`src/source/rsm_pkg.sv`:
```
`default_nettype none

package rsm_pkg;

  localparam int DATA_W    = 16;
  localparam int ADDR_W    = 8;
  localparam int NUM_REGS  = 8;
  localparam int RAM_WORDS = 256;

  typedef logic [DATA_W-1:0] word_t;
  typedef logic [ADDR_W-1:0] addr_t;
  typedef logic [2:0]        reg_idx_t;

  // major opcodes
  localparam logic [2:0] OP_MOV  = 3'b110;
  localparam logic [2:0] OP_ALU  = 3'b101;
  localparam logic [2:0] OP_LDR  = 3'b011;
  localparam logic [2:0] OP_STR  = 3'b100;
  localparam logic [2:0] OP_HALT = 3'b111;

  localparam logic [1:0] ALU_ADD = 2'b00;
  localparam logic [1:0] ALU_SUB = 2'b01;
  localparam logic [1:0] ALU_AND = 2'b10;
  localparam logic [1:0] ALU_NOT = 2'b11;

  localparam logic [1:0] SH_NONE = 2'b00;
  localparam logic [1:0] SH_LSL  = 2'b01;
  localparam logic [1:0] SH_LSR  = 2'b10;
  localparam logic [1:0] SH_ASR  = 2'b11;

  localparam logic [1:0] SEL_RM = 2'b00;
  localparam logic [1:0] SEL_RD = 2'b01;
  localparam logic [1:0] SEL_RN = 2'b10;

  localparam logic [1:0] WB_C    = 2'b00;
  localparam logic [1:0] WB_PC   = 2'b01;
  localparam logic [1:0] WB_IMM8 = 2'b10;
  localparam logic [1:0] WB_MEM  = 2'b11;

  // lsb of each instruction field
  localparam int OPC_LSB = 13;
  localparam int OP_LSB  = 11;
  localparam int RN_LSB  = 8;
  localparam int RD_LSB  = 5;
  localparam int SH_LSB  = 3;
  localparam int RM_LSB  = 0;

  typedef struct packed {
    logic [2:0] opcode;
    logic [1:0] op;
    logic [1:0] shift;
    word_t      sximm5;
    word_t      sximm8;
    reg_idx_t   r_addr;
    reg_idx_t   w_addr;
  } decode_t;

  typedef struct packed {
    logic       w_en;
    logic       en_a;
    logic       en_b;
    logic       en_c;
    logic       en_status;
    logic       sel_a;
    logic       sel_b;
    logic [1:0] wb_sel;
    logic [1:0] alu_op;
  } ctrl_t;

endpackage

`default_nettype wire

```
`src/source/alu_shift.sv`:
```
`timescale 1ns/1ps
`default_nettype none

module alu_shift import rsm_pkg::*; (
  input  word_t      a_val,
  input  word_t      b_raw,
  input  word_t      imm5,
  input  logic       sel_a,
  input  logic       sel_b,
  input  logic [1:0] shift,
  input  logic [1:0] alu_op,
  output word_t      result,
  output logic       z,
  output logic       n,
  output logic       v
);

  word_t b_sh;
  word_t op_a;
  word_t op_b;

  always_comb begin
    case (shift)
      SH_LSL:  b_sh = b_raw << 1;
      SH_LSR:  b_sh = b_raw >> 1;
      SH_ASR:  b_sh = $signed(b_raw) >>> 1;
      default: b_sh = b_raw;
    endcase
  end

  // zero for A turns the ALU into a pass-through of B
  assign op_a = sel_a ? '0 : a_val;
  assign op_b = sel_b ? imm5 : b_sh;

  always_comb begin
    v = 1'b0;
    case (alu_op)
      ALU_ADD: begin
        result = op_a + op_b;
        v = (op_a[DATA_W-1] == op_b[DATA_W-1]) && (result[DATA_W-1] != op_a[DATA_W-1]);
      end
      ALU_SUB: begin
        result = op_a - op_b;
        v = (op_a[DATA_W-1] != op_b[DATA_W-1]) && (result[DATA_W-1] != op_a[DATA_W-1]);
      end
      ALU_AND: result = op_a & op_b;
      default: result = ~op_b;
    endcase
  end

  assign z = (result == '0);
  assign n = result[DATA_W-1];

endmodule

`default_nettype wire

```
`src/source/control_fsm.sv`:
```
`timescale 1ns/1ps
`default_nettype none

module control_fsm import rsm_pkg::*; (
  input  logic       clk,
  input  logic       rst_n,
  input  decode_t    dec,
  output ctrl_t      ctrl,
  output logic [1:0] reg_sel,
  output logic       load_pc,
  output logic       clear_pc,
  output logic       load_ir,
  output logic       load_addr,
  output logic       sel_addr,
  output logic       ram_w_en,
  output logic       halted
);

  typedef enum logic [4:0] {
    st_reset, st_fetch, st_wait, st_load_ir, st_decode,
    st_mov_imm, st_rd_a, st_rd_b, st_mov, st_mvn, st_add, st_and, st_cmp, st_wb_c,
    st_mem_c, st_ld_addr, st_mem_wait, st_ldr_wb, st_str_b, st_str_c, st_str_wr,
    st_halt
  } cpu_state_e;

  cpu_state_e state;

  always_ff @(posedge clk) begin
    if (!rst_n) begin
      state <= st_reset;
    end else begin
      case (state)
        st_reset:   state <= st_fetch;
        st_fetch:   state <= st_wait;
        st_wait:    state <= st_load_ir;
        st_load_ir: state <= st_decode;
        st_decode: begin
          case (dec.opcode)
            OP_MOV:  state <= (dec.op == 2'b10) ? st_mov_imm :
                              (dec.op == 2'b00) ? st_rd_b : st_fetch;
            OP_ALU:  state <= (dec.op == ALU_NOT) ? st_rd_b : st_rd_a;
            OP_LDR:  state <= st_rd_a;
            OP_STR:  state <= st_rd_a;
            OP_HALT: state <= st_halt;
            default: state <= st_fetch;
          endcase
        end
        // memory ops skip the Rm read
        st_rd_a: state <= (dec.opcode == OP_ALU) ? st_rd_b : st_mem_c;
        st_rd_b: begin
          if (dec.opcode == OP_MOV) state <= st_mov;
          else if (dec.op == ALU_SUB) state <= st_cmp;
          else if (dec.op == ALU_AND) state <= st_and;
          else if (dec.op == ALU_NOT) state <= st_mvn;
          else state <= st_add;
        end
        st_mov, st_mvn, st_add, st_and: state <= st_wb_c;
        st_mem_c:    state <= st_ld_addr;
        st_ld_addr:  state <= (dec.opcode == OP_LDR) ? st_mem_wait : st_str_b;
        st_mem_wait: state <= st_ldr_wb;
        st_str_b:    state <= st_str_c;
        st_str_c:    state <= st_str_wr;
        st_halt:     state <= st_halt;
        default:     state <= st_fetch;
      endcase
    end
  end

  always_comb begin
    ctrl           = '0;
    ctrl.w_en      = state inside {st_mov_imm, st_wb_c, st_ldr_wb};
    ctrl.en_a      = (state == st_rd_a);
    ctrl.en_b      = state inside {st_rd_b, st_str_b};
    ctrl.en_c      = state inside {st_mov, st_mvn, st_add, st_and, st_mem_c, st_str_c};
    ctrl.en_status = (state == st_cmp);
    ctrl.sel_a     = state inside {st_mov, st_str_c};
    ctrl.sel_b     = (state == st_mem_c);
    ctrl.wb_sel    = (state == st_mov_imm) ? WB_IMM8 :
                     (state == st_ldr_wb) ? WB_MEM : WB_C;
    ctrl.alu_op    = (state == st_cmp) ? ALU_SUB :
                     (state == st_and) ? ALU_AND :
                     (state == st_mvn) ? ALU_NOT : ALU_ADD;
  end

  assign reg_sel   = state inside {st_rd_a, st_mov_imm} ? SEL_RN :
                     state inside {st_str_b, st_wb_c, st_ldr_wb} ? SEL_RD : SEL_RM;
  assign load_pc   = state inside {st_reset, st_load_ir};
  assign clear_pc  = (state == st_reset);
  assign load_ir   = (state == st_load_ir);
  assign load_addr = (state == st_ld_addr);
  assign sel_addr  = state inside {st_fetch, st_wait, st_load_ir};
  assign ram_w_en  = (state == st_str_wr);
  assign halted    = (state == st_halt);

  // a store only writes right after Rd has been moved into C
  str_write_only: assert property (@(posedge clk) disable iff (!rst_n)
    ram_w_en |-> dec.opcode == OP_STR && $past(ctrl.en_c) && $past(ctrl.sel_a));

  ir_wb_exclusive: assert property (@(posedge clk) disable iff (!rst_n)
    !(load_ir && ctrl.w_en));

endmodule

`default_nettype wire

```
`src/source/cpu_core.sv`:
```
`timescale 1ns/1ps
`default_nettype none

module cpu_core import rsm_pkg::*; (
  input  logic  clk,
  input  logic  rst_n,
  input  addr_t start_pc,
  input  word_t ram_r_data,
  output addr_t ram_addr,
  output logic  ram_w_en,
  output word_t ram_w_data,
  output word_t out,
  output logic  halted
);

  addr_t      pc;
  addr_t      next_pc;
  addr_t      data_addr;
  word_t      ir;
  ctrl_t      ctrl;
  decode_t    dec;
  logic [1:0] reg_sel;
  logic       load_pc;
  logic       clear_pc;
  logic       load_ir;
  logic       load_addr;
  logic       sel_addr;

  assign next_pc    = clear_pc ? start_pc : pc + 8'd1;
  assign ram_addr   = sel_addr ? pc : data_addr;
  assign ram_w_data = out;

  always_ff @(posedge clk) begin
    if (load_pc) pc <= next_pc;
    if (load_ir) ir <= ram_r_data;
    // address comes from the low byte of C
    if (load_addr) data_addr <= out[ADDR_W-1:0];
  end

  control_fsm i_control_fsm (
    .clk       (clk),
    .rst_n     (rst_n),
    .dec       (dec),
    .ctrl      (ctrl),
    .reg_sel   (reg_sel),
    .load_pc   (load_pc),
    .clear_pc  (clear_pc),
    .load_ir   (load_ir),
    .load_addr (load_addr),
    .sel_addr  (sel_addr),
    .ram_w_en  (ram_w_en),
    .halted    (halted)
  );

  instr_decoder i_instr_decoder (
    .ir      (ir),
    .reg_sel (reg_sel),
    .dec     (dec)
  );

  // status has no reader yet
  datapath i_datapath (
    .clk    (clk),
    .ctrl   (ctrl),
    .dec    (dec),
    .mdata  (ram_r_data),
    .pc     (pc),
    .c_out  (out),
    .status ()
  );

endmodule

`default_nettype wire

```
`src/source/datapath.sv`:
```
`timescale 1ns/1ps
`default_nettype none

module datapath import rsm_pkg::*; (
  input  logic       clk,
  input  ctrl_t      ctrl,
  input  decode_t    dec,
  input  word_t      mdata,
  input  addr_t      pc,
  output word_t      c_out,
  output logic [2:0] status
);

  word_t r_data;
  word_t w_data;
  word_t a_reg;
  word_t b_reg;
  word_t c_reg;
  word_t alu_res;
  logic  z;
  logic  n;
  logic  v;

  // writeback mux
  always_comb begin
    case (ctrl.wb_sel)
      WB_PC:   w_data = {{(DATA_W-ADDR_W){1'b0}}, pc};
      WB_IMM8: w_data = dec.sximm8;
      WB_MEM:  w_data = mdata;
      default: w_data = c_reg;
    endcase
  end

  reg_file i_reg_file (
    .clk    (clk),
    .w_en   (ctrl.w_en),
    .w_addr (dec.w_addr),
    .w_data (w_data),
    .r_addr (dec.r_addr),
    .r_data (r_data)
  );

  alu_shift i_alu_shift (
    .a_val  (a_reg),
    .b_raw  (b_reg),
    .imm5   (dec.sximm5),
    .sel_a  (ctrl.sel_a),
    .sel_b  (ctrl.sel_b),
    .shift  (dec.shift),
    .alu_op (ctrl.alu_op),
    .result (alu_res),
    .z      (z),
    .n      (n),
    .v      (v)
  );

  always_ff @(posedge clk) begin
    if (ctrl.en_a) a_reg <= r_data;
    if (ctrl.en_b) b_reg <= r_data;
    if (ctrl.en_c) c_reg <= alu_res;
    if (ctrl.en_status) status <= {z, n, v};
  end

  assign c_out = c_reg;

  // the FSM must pick a writeback source on every register write
  wb_sel_known: assert property (@(posedge clk) ctrl.w_en |-> !$isunknown(ctrl.wb_sel));

endmodule

`default_nettype wire

```
`src/source/instr_decoder.sv`:
```
`timescale 1ns/1ps
`default_nettype none

module instr_decoder import rsm_pkg::*; (
  input  word_t      ir,
  input  logic [1:0] reg_sel,
  output decode_t    dec
);

  logic [2:0] opcode;
  reg_idx_t   rm;
  reg_idx_t   rd;
  reg_idx_t   rn;
  reg_idx_t   sel_reg;

  assign opcode = ir[OPC_LSB +: 3];
  assign rm     = ir[RM_LSB +: 3];
  assign rd     = ir[RD_LSB +: 3];
  assign rn     = ir[RN_LSB +: 3];

  always_comb begin
    case (reg_sel)
      SEL_RD:  sel_reg = rd;
      SEL_RN:  sel_reg = rn;
      default: sel_reg = rm;
    endcase
  end

  always_comb begin
    dec.opcode = opcode;
    dec.op     = ir[OP_LSB +: 2];
    // shift bits overlap imm5 in LDR/STR
    if (opcode == OP_LDR || opcode == OP_STR) dec.shift = SH_NONE;
    else dec.shift = ir[SH_LSB +: 2];
    dec.sximm5 = {{(DATA_W-5){ir[4]}}, ir[4:0]};
    dec.sximm8 = {{(DATA_W-8){ir[7]}}, ir[7:0]};
    dec.r_addr = sel_reg;
    dec.w_addr = sel_reg;
  end

endmodule

`default_nettype wire

```
`src/source/reg_file.sv`:
```
`timescale 1ns/1ps
`default_nettype none

module reg_file import rsm_pkg::*; (
  input  logic     clk,
  input  logic     w_en,
  input  reg_idx_t w_addr,
  input  word_t    w_data,
  input  reg_idx_t r_addr,
  output word_t    r_data
);

  word_t regs [NUM_REGS];

  always_ff @(posedge clk) begin
    if (w_en) begin
      regs[w_addr] <= w_data;
    end
  end

  // read is combinational
  assign r_data = regs[r_addr];

endmodule

`default_nettype wire

```
`config.mk`:
```
export PLATFORM = sky130hd
export DESIGN_NAME = cpu_core
export DESIGN_NICKNAME = d
export VERILOG_FILES = /design/src/source/rsm_pkg.sv /design/src/source/alu_shift.sv /design/src/source/control_fsm.sv /design/src/source/cpu_core.sv /design/src/source/datapath.sv /design/src/source/instr_decoder.sv /design/src/source/reg_file.sv
export SDC_FILE = /design/constraint.sdc
export NUM_CORES = 1
export LEC_CHECK = 0
export BUFFER_PORTS_ARGS = -buffer_cell sky130_fd_sc_hd__buf_2
export CORE_MARGIN = 1
export CORE_UTILIZATION = 55
export DETAILED_ROUTE_END_ITERATION = 8
export GPL_TIMING_DRIVEN = 1
export HOLD_SLACK_MARGIN = 0.08
export PLACE_DENSITY = 0.73
export SLEW_MARGIN = 10
export SYNTH_ARGS = -nofsm -noshare
export SYNTH_HDL_FRONTEND = slang
export SYNTH_SLANG_ARGS = --single-unit
```
`constraint.sdc`:
```
create_clock -name clk -period 5.07 [get_ports clk]
set_input_delay 1.014 -clock clk [delete_from_list [all_inputs] [get_ports clk]]
set_output_delay 1.014 -clock clk [all_outputs]
set_load 0.03 [all_outputs]
```
======== Word level (Yosys, flattened, before mapping) ========
Memories as Yosys holds them, arrays and structs flattened.
Cells that the tools add are included.
word-level totals
  register bits ........................... 85
  latch bits .............................. 0
  memory bits (writable) .................. 128
  ROM bits ................................ 0
  bits of input ports ..................... 26
  output and inout bits ................... 42
  memories ................................ 1
operators by class
  add/subtract/negate cells ............... 3
  multipliers ............................. 0
  divide/modulo/power cells ............... 0
  $lt $le $gt $ge ......................... 0
  equality and inequality tests ........... 39
  shift operators ......................... 0
  muxes and demuxes ....................... 29
  bitwise operators ....................... 2
  reductions and logical operators ........ 14
memories
  name                        words  width  rd ports  clocked after Yosys merged registers in  wr ports  line            RTL
  i_datapath.i_reg_file.regs  8      16     1         0                                        1         reg_file.sv:13  word_t regs [NUM_REGS];
operator list
  cell                                                             count
  16-bit one-hot mux with 3 select lines                           3
  5-bit one-hot mux with 13 select lines                           1
  5-bit by 4-bit == test with 1-bit output, second input constant  8
  16-bit 2-to-1 mux                                                2
  5-bit == test, second input constant                             6
  5-bit by 3-bit == test with 1-bit output, second input constant  4
  5-bit 2-to-1 mux                                                 4
  5-bit one-hot mux with 4 select lines                            1
  2-bit 2-to-1 mux                                                 9
  16-bit adder                                                     1
  16-bit bitwise AND                                               1
  2-bit == test, second input constant                             8
  8-bit 2-to-1 mux                                                 2
  16-bit inverter                                                  1
  16-bit subtractor                                                1
  3-bit == test, second input constant                             4
  2-bit by 1-bit == test with 1-bit output, second input constant  5
  5-bit by 2-bit == test with 1-bit output, second input constant  2
  3-bit nonzero test                                               3
  8-bit by 1-bit adder with 8-bit output, second input constant    1
  2-bit nonzero test                                               4
  3-bit one-hot mux with 2 select lines                            1
  6-bit nonzero test                                               1
  5-bit by 1-bit == test with 1-bit output, second input constant  1
  other kinds (9)                                                  13

======== Depth between registers and ports, before layout ========
Gate-level depths: netlist of the first run.
  depth after elaboration ................. 8
  gate-level depth with buffers ........... 21
  depth with buffers taken out ............ 18

======== By module ========
Synthesis of the first run repeated with hierarchy kept, for this count alone.
second synthesis, totals
  cells, all modules ...................... 943
  area, all modules ....................... 12149.2 µm²
by module, submodules not included
  module         times used  cells each  area each (µm²)  sequential area each (µm²)
  reg_file       1           198         4973.5           3843.7
  alu_shift      1           399         2682.6           0.0
  datapath       1           81          1938.1           1531.5
  cpu_core       1           93          1387.6           960.9
  control_fsm    1           115         754.5            100.1
  instr_decoder  1           57          412.9            0.0

======== Least setup slack after synthesis of the first run ========
No wires, ideal clock.
  kind .................................... register to register
  start ................................... register ir[14]
  end ..................................... register i_datapath.c_reg[14], in the netlist i_datapath.c_out[14], data pin
  arrival time ............................ 4.254 ns
  required time ........................... 4.804 ns
  path slack .............................. 0.549 ns
  stages on the path, launching flop included .. 20
  buffers on the path ..................... 2
  path through ............................ edfxtp_1 > buf_4 > or3b_4 > buf_6 > a41oi_1 > o2111a_1 > a21o_1 > inv_1 > ha_1 > mux2i_1 > fa_1 > a21o_1 > a21oi_1 > o21bai_1 > a2111oi_0 > o31ai_1 > or4_1 > a31oi_1 > xor2_1 > o21ai_0
between the ends
  cells in the longest elaborated chain, start to end .. 8
RTL lines
  item                                                                       line                 RTL
  start, declared                                                            cpu_core.sv:19       word_t ir;
  start signal, assigned                                                     cpu_core.sv:35       if (load_ir) ir <= ram_r_data;
  3-bit by 2-bit == test with 1-bit output or 3-bit == test (tied branches)  instr_decoder.sv:33  if (opcode == OP_LDR || opcode == OP_STR) dec.shift = SH_NONE;
  1-bit logical OR (*)                                                       instr_decoder.sv:33
  2-bit 2-to-1 mux (*)                                                       instr_decoder.sv:33
  2-bit == test or 2-bit by 1-bit == test with 1-bit output (tied branches)  alu_shift.sv:23      case (shift)
  16-bit one-hot mux with 3 select lines (*)                                 alu_shift.sv:23
  16-bit 2-to-1 mux (*)                                                      alu_shift.sv:33      assign op_b = sel_b ? imm5 : b_sh;
  16-bit subtractor, or another cell as far along                            alu_shift.sv:43      result = op_a - op_b;
  16-bit one-hot mux with 3 select lines (*)                                 alu_shift.sv:37      case (alu_op)
  named net i_datapath.alu_res[14]                                           datapath.sv:19       word_t alu_res;
  end signal, assigned                                                       datapath.sv:60       if (ctrl.en_c) c_reg <= alu_res;
  end, declared                                                              datapath.sv:18       word_t c_reg;
Mark *: on every way through the listed nets, which the timed path passes. The rest lies on a longest branch.
A chain may end at the register's enable or synchronous reset.

======== Worst setup path in the final report of the first run ========
  start ................................... register ir[13]
  end ..................................... register i_datapath.c_reg[14], in the netlist i_datapath.c_out[14], data pin
Same word-level chain as after synthesis.

==> flow_metrics.py, run 1 <==
metrics = {
    "grt": {
        "gr-usage-met3_pct": 3.90,
        "grt_pass1_vias": 7503,
        "met1_usage_pct": 36.8,
        "grt.overflow.total": 0,
        "met2_usage_pct": 44.0,
        "busiest_layer": "met2",
        "grt_max_degree": 41,
        "grt_usage_pct": 27.0,
        "antenna_found_initial": 0,
        "grt_pass1_wl_um": 41900,
    },
    "timing": {
        "clock.fmax_ghz": 0.209,
        "slew_viol_final": 0,
        "setup_slack_ns": 0.283,
        "post-route-period-util_pct": 94.4,
        "maxSlewHeadroom_pct": 37.0,
        "final.min_clock_period_ns": 4.79,
        "setup_violations": 0,
        "hold_violations": 0,
        "tightest_slew_ns": 0.944,
        "setup-tns-final_ns": 0,
        "skew_ns": 0.00880,
    },
    "critical_path": {
        "worst-path-max-fanout": 13,
        "critPathCaptureType": "register",
        "worst_path_max_delay_cell": "or3b_4",
        "crit_buf_inv": 1,
        "path_class": "register to register",
        "cp_data_required_time_ns": 5.33,
        "critPathMaxStageDelay_ns": 0.51,
        "start_kind": "register",
        "critical_path_arrival_ns": 5.05,
        "crit_chain": "or3b_4 > a41oi_1 > o2111a_1 > a21o_1 > inv_1 > ha_1 > nor2_1 > xor2_1 > ha_1 > a21o_1 > a21oi_1 > o21bai_1 > a2111oi_2 > o31ai_1 > or4_1 > a31oi_1 > xor2_1 > o21ai_0",
        "crit_family": "compound AO/OA/AOI/OAI gates",
    },
    "route": {
        "antenna_left": 0,
        "vias_per_cell": 6.08,
        "dr.pass1.iters": 7,
        "vias": 8289,
        "wl_um": 27200,
        "routedWlPerCell_um": 19.9,
        "drt_iter0_markers": 788,
        "drcViolationCount": 0,
    },
    "clock_network": {
        "cts_root_buffer": "clkbuf_16",
        "worst_setup_hold_path_clk_slew_ns": 0.06,
        "cts_buffers": 23,
        "cts_max_path_buffers": 3,
        "cts_hold_repair.buffers": 0,
        "cts_tree": "built",
        "h-tree-depth": 1,
        "clock_latency_ns": 0.52,
        "clock-sinks": 213,
    },
    "power_and_ir_drop": {
        "p_sw_share_pct": 22.3,
        "power.switching_mw": 0.855,
        "power_frac_clock_pct": 42.2,
        "combinationalPowerShare_pct": 6.7,
        "p_leak_nw": 4.59,
        "internal_power_mw": 2.98,
        "powerDensity_mw_per_mm2": 309,
        "seq_power_share_pct": 51.1,
        "peakVddDrop_uv": 295,
        "totalPowerFinal_mw": 3.84,
    },
    "placed_design": {
        "post-place-ws_ns": 0.145,
        "place.gp.congestion": 0.968,
        "dp_cells": 1314,
        "dp_hpwl_um": 18700,
        "numPortBuffers": 67,
    },
    "finish": {
        "fin_cells": 1364,
        "drive_gt1_share_pct": 16.5,
        "largest_reg_flops": 128,
        "nets": 1127,
        "diodes": 0,
        "syn_to_final_growth_pct": 12.6,
        "top_register": "i_datapath.i_reg_file.regs",
    },
    "die": {
        "coreArea_mm2": 0.0196,
        "rows": 51,
        "die_y_um": 144,
        "fp.dieW_um": 144,
        "die_area_mm2": 0.0206,
        "start_util_pct": 56.3,
        "pin_count": 68,
    },
    "synth": {
        "synth.distinct_cells": 71,
        "ys.flop_type": "edfxtp_1",
        "synthMuxAreaShare_pct": 1.37,
        "synth-simple-area-share_pct": 20.3,
        "synth.avg_cell_area_um2": 10.7,
        "synthesis.nets": 1073,
        "synth_xor_area_share_pct": 2.78,
        "synth_compound_area_share_pct": 11.8,
        "yosys-top-cells-area": "edfxtp_1 57%, nand2_1 6.9%, nand3_1 4.2%",
        "synth.most_common_cell": "edfxtp_1",
        "synth_top_area_share_pct": 56.6,
        "ys_seq_area_share_pct": 57.5,
        "synth_edf_count": 208,
        "synth_cells": 1028,
        "synth_seq_cells": 213,
        "synth_top_family_by_area": "simple AND/OR/NAND/NOR gates",
        "syn_area_mm2": 0.0110,
        "yosys_warnings": 0,
        "yosys.area.top_type": "edfxtp_1",
        "ys_async_sr_fraction_pct": 0,
        "synthAdderAreaFrac_pct": 2.22,
        "ys_top_cells_by_count": "208 x edfxtp_1, 202 x nand2_1, 92 x nand3_1",
    },
    "hold_path": {
        "worst_hold_path_type": "register to register",
    },
    "run": {
        "drv_cap": 0,
    },
    "run_status": {
        "status": "completed",
    },
}
==> layout make-up <==
class / count / area (um2)
Tap cell: 265 / 332
Clock buffer: 29 / 598
Clock inverter: 13 / 133
Fill cell: 1549 / 7160
Sequential cell: 213 / 6350
Multi-Input combinational cell: 721 / 4320
Timing Repair Buffer: 106 / 638
Inverter: 17 / 63.8
==> path summary, 6_finish.rpt <==
| path | start | end | slack (ns) | depth (start not counted) |
|---|---|---|---|---|
| min reg2reg | i_datapath.c_out[0] | data_addr[0] | 0.52 | 0 |
| max reg2reg | ir[13] | i_datapath.c_out[14] | 0.28 | 18 |
| min | i_datapath.c_out[0] | data_addr[0] | 0.52 | 0 |
| max | ir[13] | i_datapath.c_out[14] | 0.28 | 18 |
==> worst register-to-register path: stages (launching register included) <==
cell,delay (ns)
edfxtp_1,0.49
or3b_4,0.51
a41oi_1,0.23
o2111a_1,0.26
a21o_1,0.14
inv_1,0.06
ha_1,0.23
nor2_1,0.14
xor2_1,0.17
ha_1,0.29
a21o_1,0.20
a21oi_1,0.23
o21bai_1,0.13
a2111oi_2,0.45
o31ai_1,0.15
or4_1,0.40
a31oi_1,0.21
xor2_1,0.15
o21ai_0,0.08
==> layout by cell type, fill, tap and decap left out, types with 6 or more instances in the layout <==
cell type	count
a21o_1	6
a21oi_1	29
a221o_1	19
a22oi_1	9
a31oi_1	9
and2_1	17
and3_1	13
buf_2	67
buf_4	37
clkbuf_1	6
clkbuf_16	23
edfxtp_1	208
ha_1	18
inv_1	17
mux2_2	9
nand2_1	202
nand2b_1	16
nand3_1	92
nor2_1	51
nor2b_1	7
nor3_1	9
o21ai_0	63
o22ai_1	9
o31ai_1	7
or3_1	6
or4_1	6
xnor2_1	19
xor2_1	16
==> metrics by stage <==
step | hold WS [ns] | util, % | cell area, um2
after floorplan | 0.623 | - | 11000
after global placement | 0.507 | 59.3 | 11600
after detailed placement | 0.506 | 59.3 | 11600
after CTS | 0.529 | 63.1 | 12400
after global routing | 0.543 | 63.4 | 12400
final | 0.523 | 63.4 | 12400
==> cell families after synthesis <==
kind of cell	after synthesis
and+or+nand+nor	461
DFF	213
AOI/OAI and AO/OA	192
buffers and inverters	94
xor gates and xnor gates	35
adders and majority gates	19
muxes	14
==> routing by layer <==
layer / part of all wire [%] / vias up
li1: - / 3892
met1: 42 / 3964
met2: 47 / 371
met3: 7.2 / 62
met4: 3.3 / 0
met5: 0 / -
==> power groups by stage <==
stage	Clock, mW	Sequential [mW]	Combinational (mW)
2_1_floorplan	0	1.99	0.183
3_3_place_gp	0	2.00	0.247
3_5_place_dp	0	2.00	0.250
4_1_cts	1.65	1.96	0.251
5_1_grt	1.72	1.96	0.279
6_report	1.62	1.96	0.257
==> repair_timing <==
action	CTS	global route
resized for setup	0	3
setup endpoints to repair	0	3
setup buffers	0	8
(Power assumes the default switching activity.)
==> run 2: changes to the inputs <==
--- a/config.mk
+++ b/config.mk
@@ -6,7 +6,7 @@
 export NUM_CORES = 1
 export LEC_CHECK = 0
 export BUFFER_PORTS_ARGS = -buffer_cell sky130_fd_sc_hd__buf_2
-export CORE_MARGIN = 1
+export CORE_MARGIN = 2
 export CORE_UTILIZATION = 55
 export DETAILED_ROUTE_END_ITERATION = 8
 export GPL_TIMING_DRIVEN = 1
==> run 2 against run 1 <==
Compared with the run above:
- global-route usage down 0.94 points
- wire length increased by 1.3%
- register-to-register slack got worse by 0.02 ns
- maximum frequency fell by 0.37%
- critical path depth down 1
- core utilization fell by 0.38 points
- combinational power down 2%
- setup slack worse by 0.018 ns
- sequential share of layout area rose by 0.31 points
- cell area shrank 0.60%
- via count shrank 1.0%
- clock skew up 0.012 ns
==> flow_metrics.py, run 2 (same netlist as run 1, synthesis figures left out) <==
metrics = {
    "power_and_ir_drop": {
        "power_frac_clock_pct": 42.1,
        "internal_power_mw": 2.97,
        "seq_power_share_pct": 51.4,
        "power.switching_mw": 0.856,
        "powerDensity_mw_per_mm2": 309,
        "p_sw_share_pct": 22.4,
        "peakVddDrop_uv": 403,
        "totalPowerFinal_mw": 3.82,
        "p_leak_nw": 4.54,
        "combinationalPowerShare_pct": 6.6,
    },
    "critical_path": {
        "crit_family": "compound AO/OA/AOI/OAI gates",
        "critical_path_arrival_ns": 5.08,
        "crit_buf_inv": 1,
        "start_kind": "register",
        "critPathCaptureType": "register",
        "cpMostUsedCell": "a21o_1",
        "path_class": "register to register",
        "worst_path_max_delay_cell": "or3b_4",
        "r2r_start": "ir[14]",
        "crit_start": "ir[14]",
        "critPathMaxStageDelay_ns": 0.54,
        "worst-path-max-fanout": 13,
        "cp_data_required_time_ns": 5.35,
        "worst-path-stages": 17,
        "reg2reg_depth": 17,
        "crit_chain": "or3b_4 > a41oi_1 > o2111a_1 > a21o_1 > inv_1 > ha_1 > mux2i_1 > fa_1 > a21o_1 > a21oi_1 > o21bai_1 > a2111oi_2 > o31ai_1 > or4_1 > a31oi_1 > xor2_1 > o21ai_0",
    },
    "route": {
        "drt_iter0_markers": 693,
        "wl_um": 27600,
        "antenna_left": 0,
        "drcViolationCount": 0,
        "routedWlPerCell_um": 20.4,
        "vias": 8204,
        "dr.pass1.iters": 5,
        "vias_per_cell": 6.07,
    },
    "hold_path": {
        "hold_path_depth": 0,
        "min_from": "i_datapath.c_out[0]",
        "worst_hold_path_type": "register to register",
    },
    "grt": {
        "antenna_found_initial": 0,
        "grt_pass1_wl_um": 43100,
        "grt_usage_pct": 26.0,
        "grt.overflow.total": 0,
        "grt_max_degree": 41,
        "grt_pass1_vias": 7722,
    },
    "finish": {
        "nets": 1121,
        "largest_reg_flops": 128,
        "fin_util_pct": 63.1,
        "syn_to_final_growth_pct": 11.9,
        "top_register": "i_datapath.i_reg_file.regs",
        "final_common_cell": "edfxtp_1",
        "diodes": 0,
        "layout_common_cells": "208 x edfxtp_1, 202 x nand2_1, 92 x nand3_1",
        "fin_cells": 1352,
        "final_area_mm2": 0.0124,
        "drive_gt1_share_pct": 16.0,
    },
    "die": {
        "fp.dieW_um": 146,
        "coreArea_mm2": 0.0196,
        "die_y_um": 146,
        "rows": 51,
        "pin_count": 68,
        "die_area_mm2": 0.0212,
        "start_util_pct": 56.3,
    },
    "placed_design": {
        "post-place-ws_ns": 0.175,
        "dp_cells": 1316,
        "dp_hpwl_um": 19200,
        "placed_cell_area_mm2": 0.0116,
        "place.gp.congestion": 0.911,
        "numPortBuffers": 67,
    },
    "timing": {
        "post-route-period-util_pct": 94.8,
        "maxSlewHeadroom_pct": 19.1,
        "slew_viol_final": 0,
        "setup_slack_ns": 0.265,
        "tightest_slew_ns": 1.21,
        "setup-tns-final_ns": 0,
        "clock.fmax_ghz": 0.208,
        "setup_violations": 0,
        "rsz0062_at_grt": "true",
        "final.min_clock_period_ns": 4.80,
        "timing.hold.ws_ns": 0.528,
        "skew_ns": 0.0205,
        "hold_violations": 0,
    },
    "clock_network": {
        "cts_hold_repair.buffers": 0,
        "cts_max_path_buffers": 3,
        "cts_resized": 0,
        "clock_latency_ns": 0.53,
        "post_cts_buffers": 0,
        "cts_tree": "built",
        "worst_setup_hold_path_clk_slew_ns": 0.06,
        "clock-sinks": 213,
        "cts_buffers": 23,
        "cts_root_buffer": "clkbuf_16",
        "h-tree-depth": 1,
    },
    "run": {
        "drv_cap": 0,
    },
    "run_status": {
        "status": "completed",
    },
}
## run 2: cell types whose count changed in the layout (fill, tap and decap cells not counted), sizes merged
cell / delta
clkinv: -2
buf: -5
clkbuf: -5
## run 2: layout make-up
| class | count | area (um2) |
|---|---|---|
| sequential | 213 | 6350 |
| timing repair buffer | 100 | 583 |
| clock buffer | 25 | 583 |
| clock inverter | 11 | 130 |
| tap | 265 | 332 |
| inverter | 17 | 63.8 |
| fill | 1562 | 7240 |
| multi-input combinational | 721 | 4310 |
## run 2: final timing paths
check / end / slack (ns)
setup / recovery: i_datapath.c_out[14] / 0.27
setup reg to reg: i_datapath.c_out[14] / 0.27
hold / removal: data_addr[0] / 0.53
hold reg to reg: data_addr[0] / 0.53
## run 2: power groups by stage
| stage | logic [mW] | registers (mW) | clock network [mW] |
|---|---|---|---|
| after floorplan | 0.183 | 1.99 | 0 |
| after global placement | 0.246 | 2.00 | 0 |
| after detailed placement | 0.248 | 2.00 | 0 |
| after CTS | 0.249 | 1.96 | 1.63 |
| after global routing | 0.275 | 1.97 | 1.69 |
| final | 0.251 | 1.96 | 1.61 |
## run 2: layer usage
layer  track usage, %  up-vias  part of all wire, %
met5                0        -                    0
met4             9.22        0                  3.6
met3             4.73       67                  7.7
met2             41.3      332                   47
met1             36.5     3931                   42
li1                 -     3874                    -
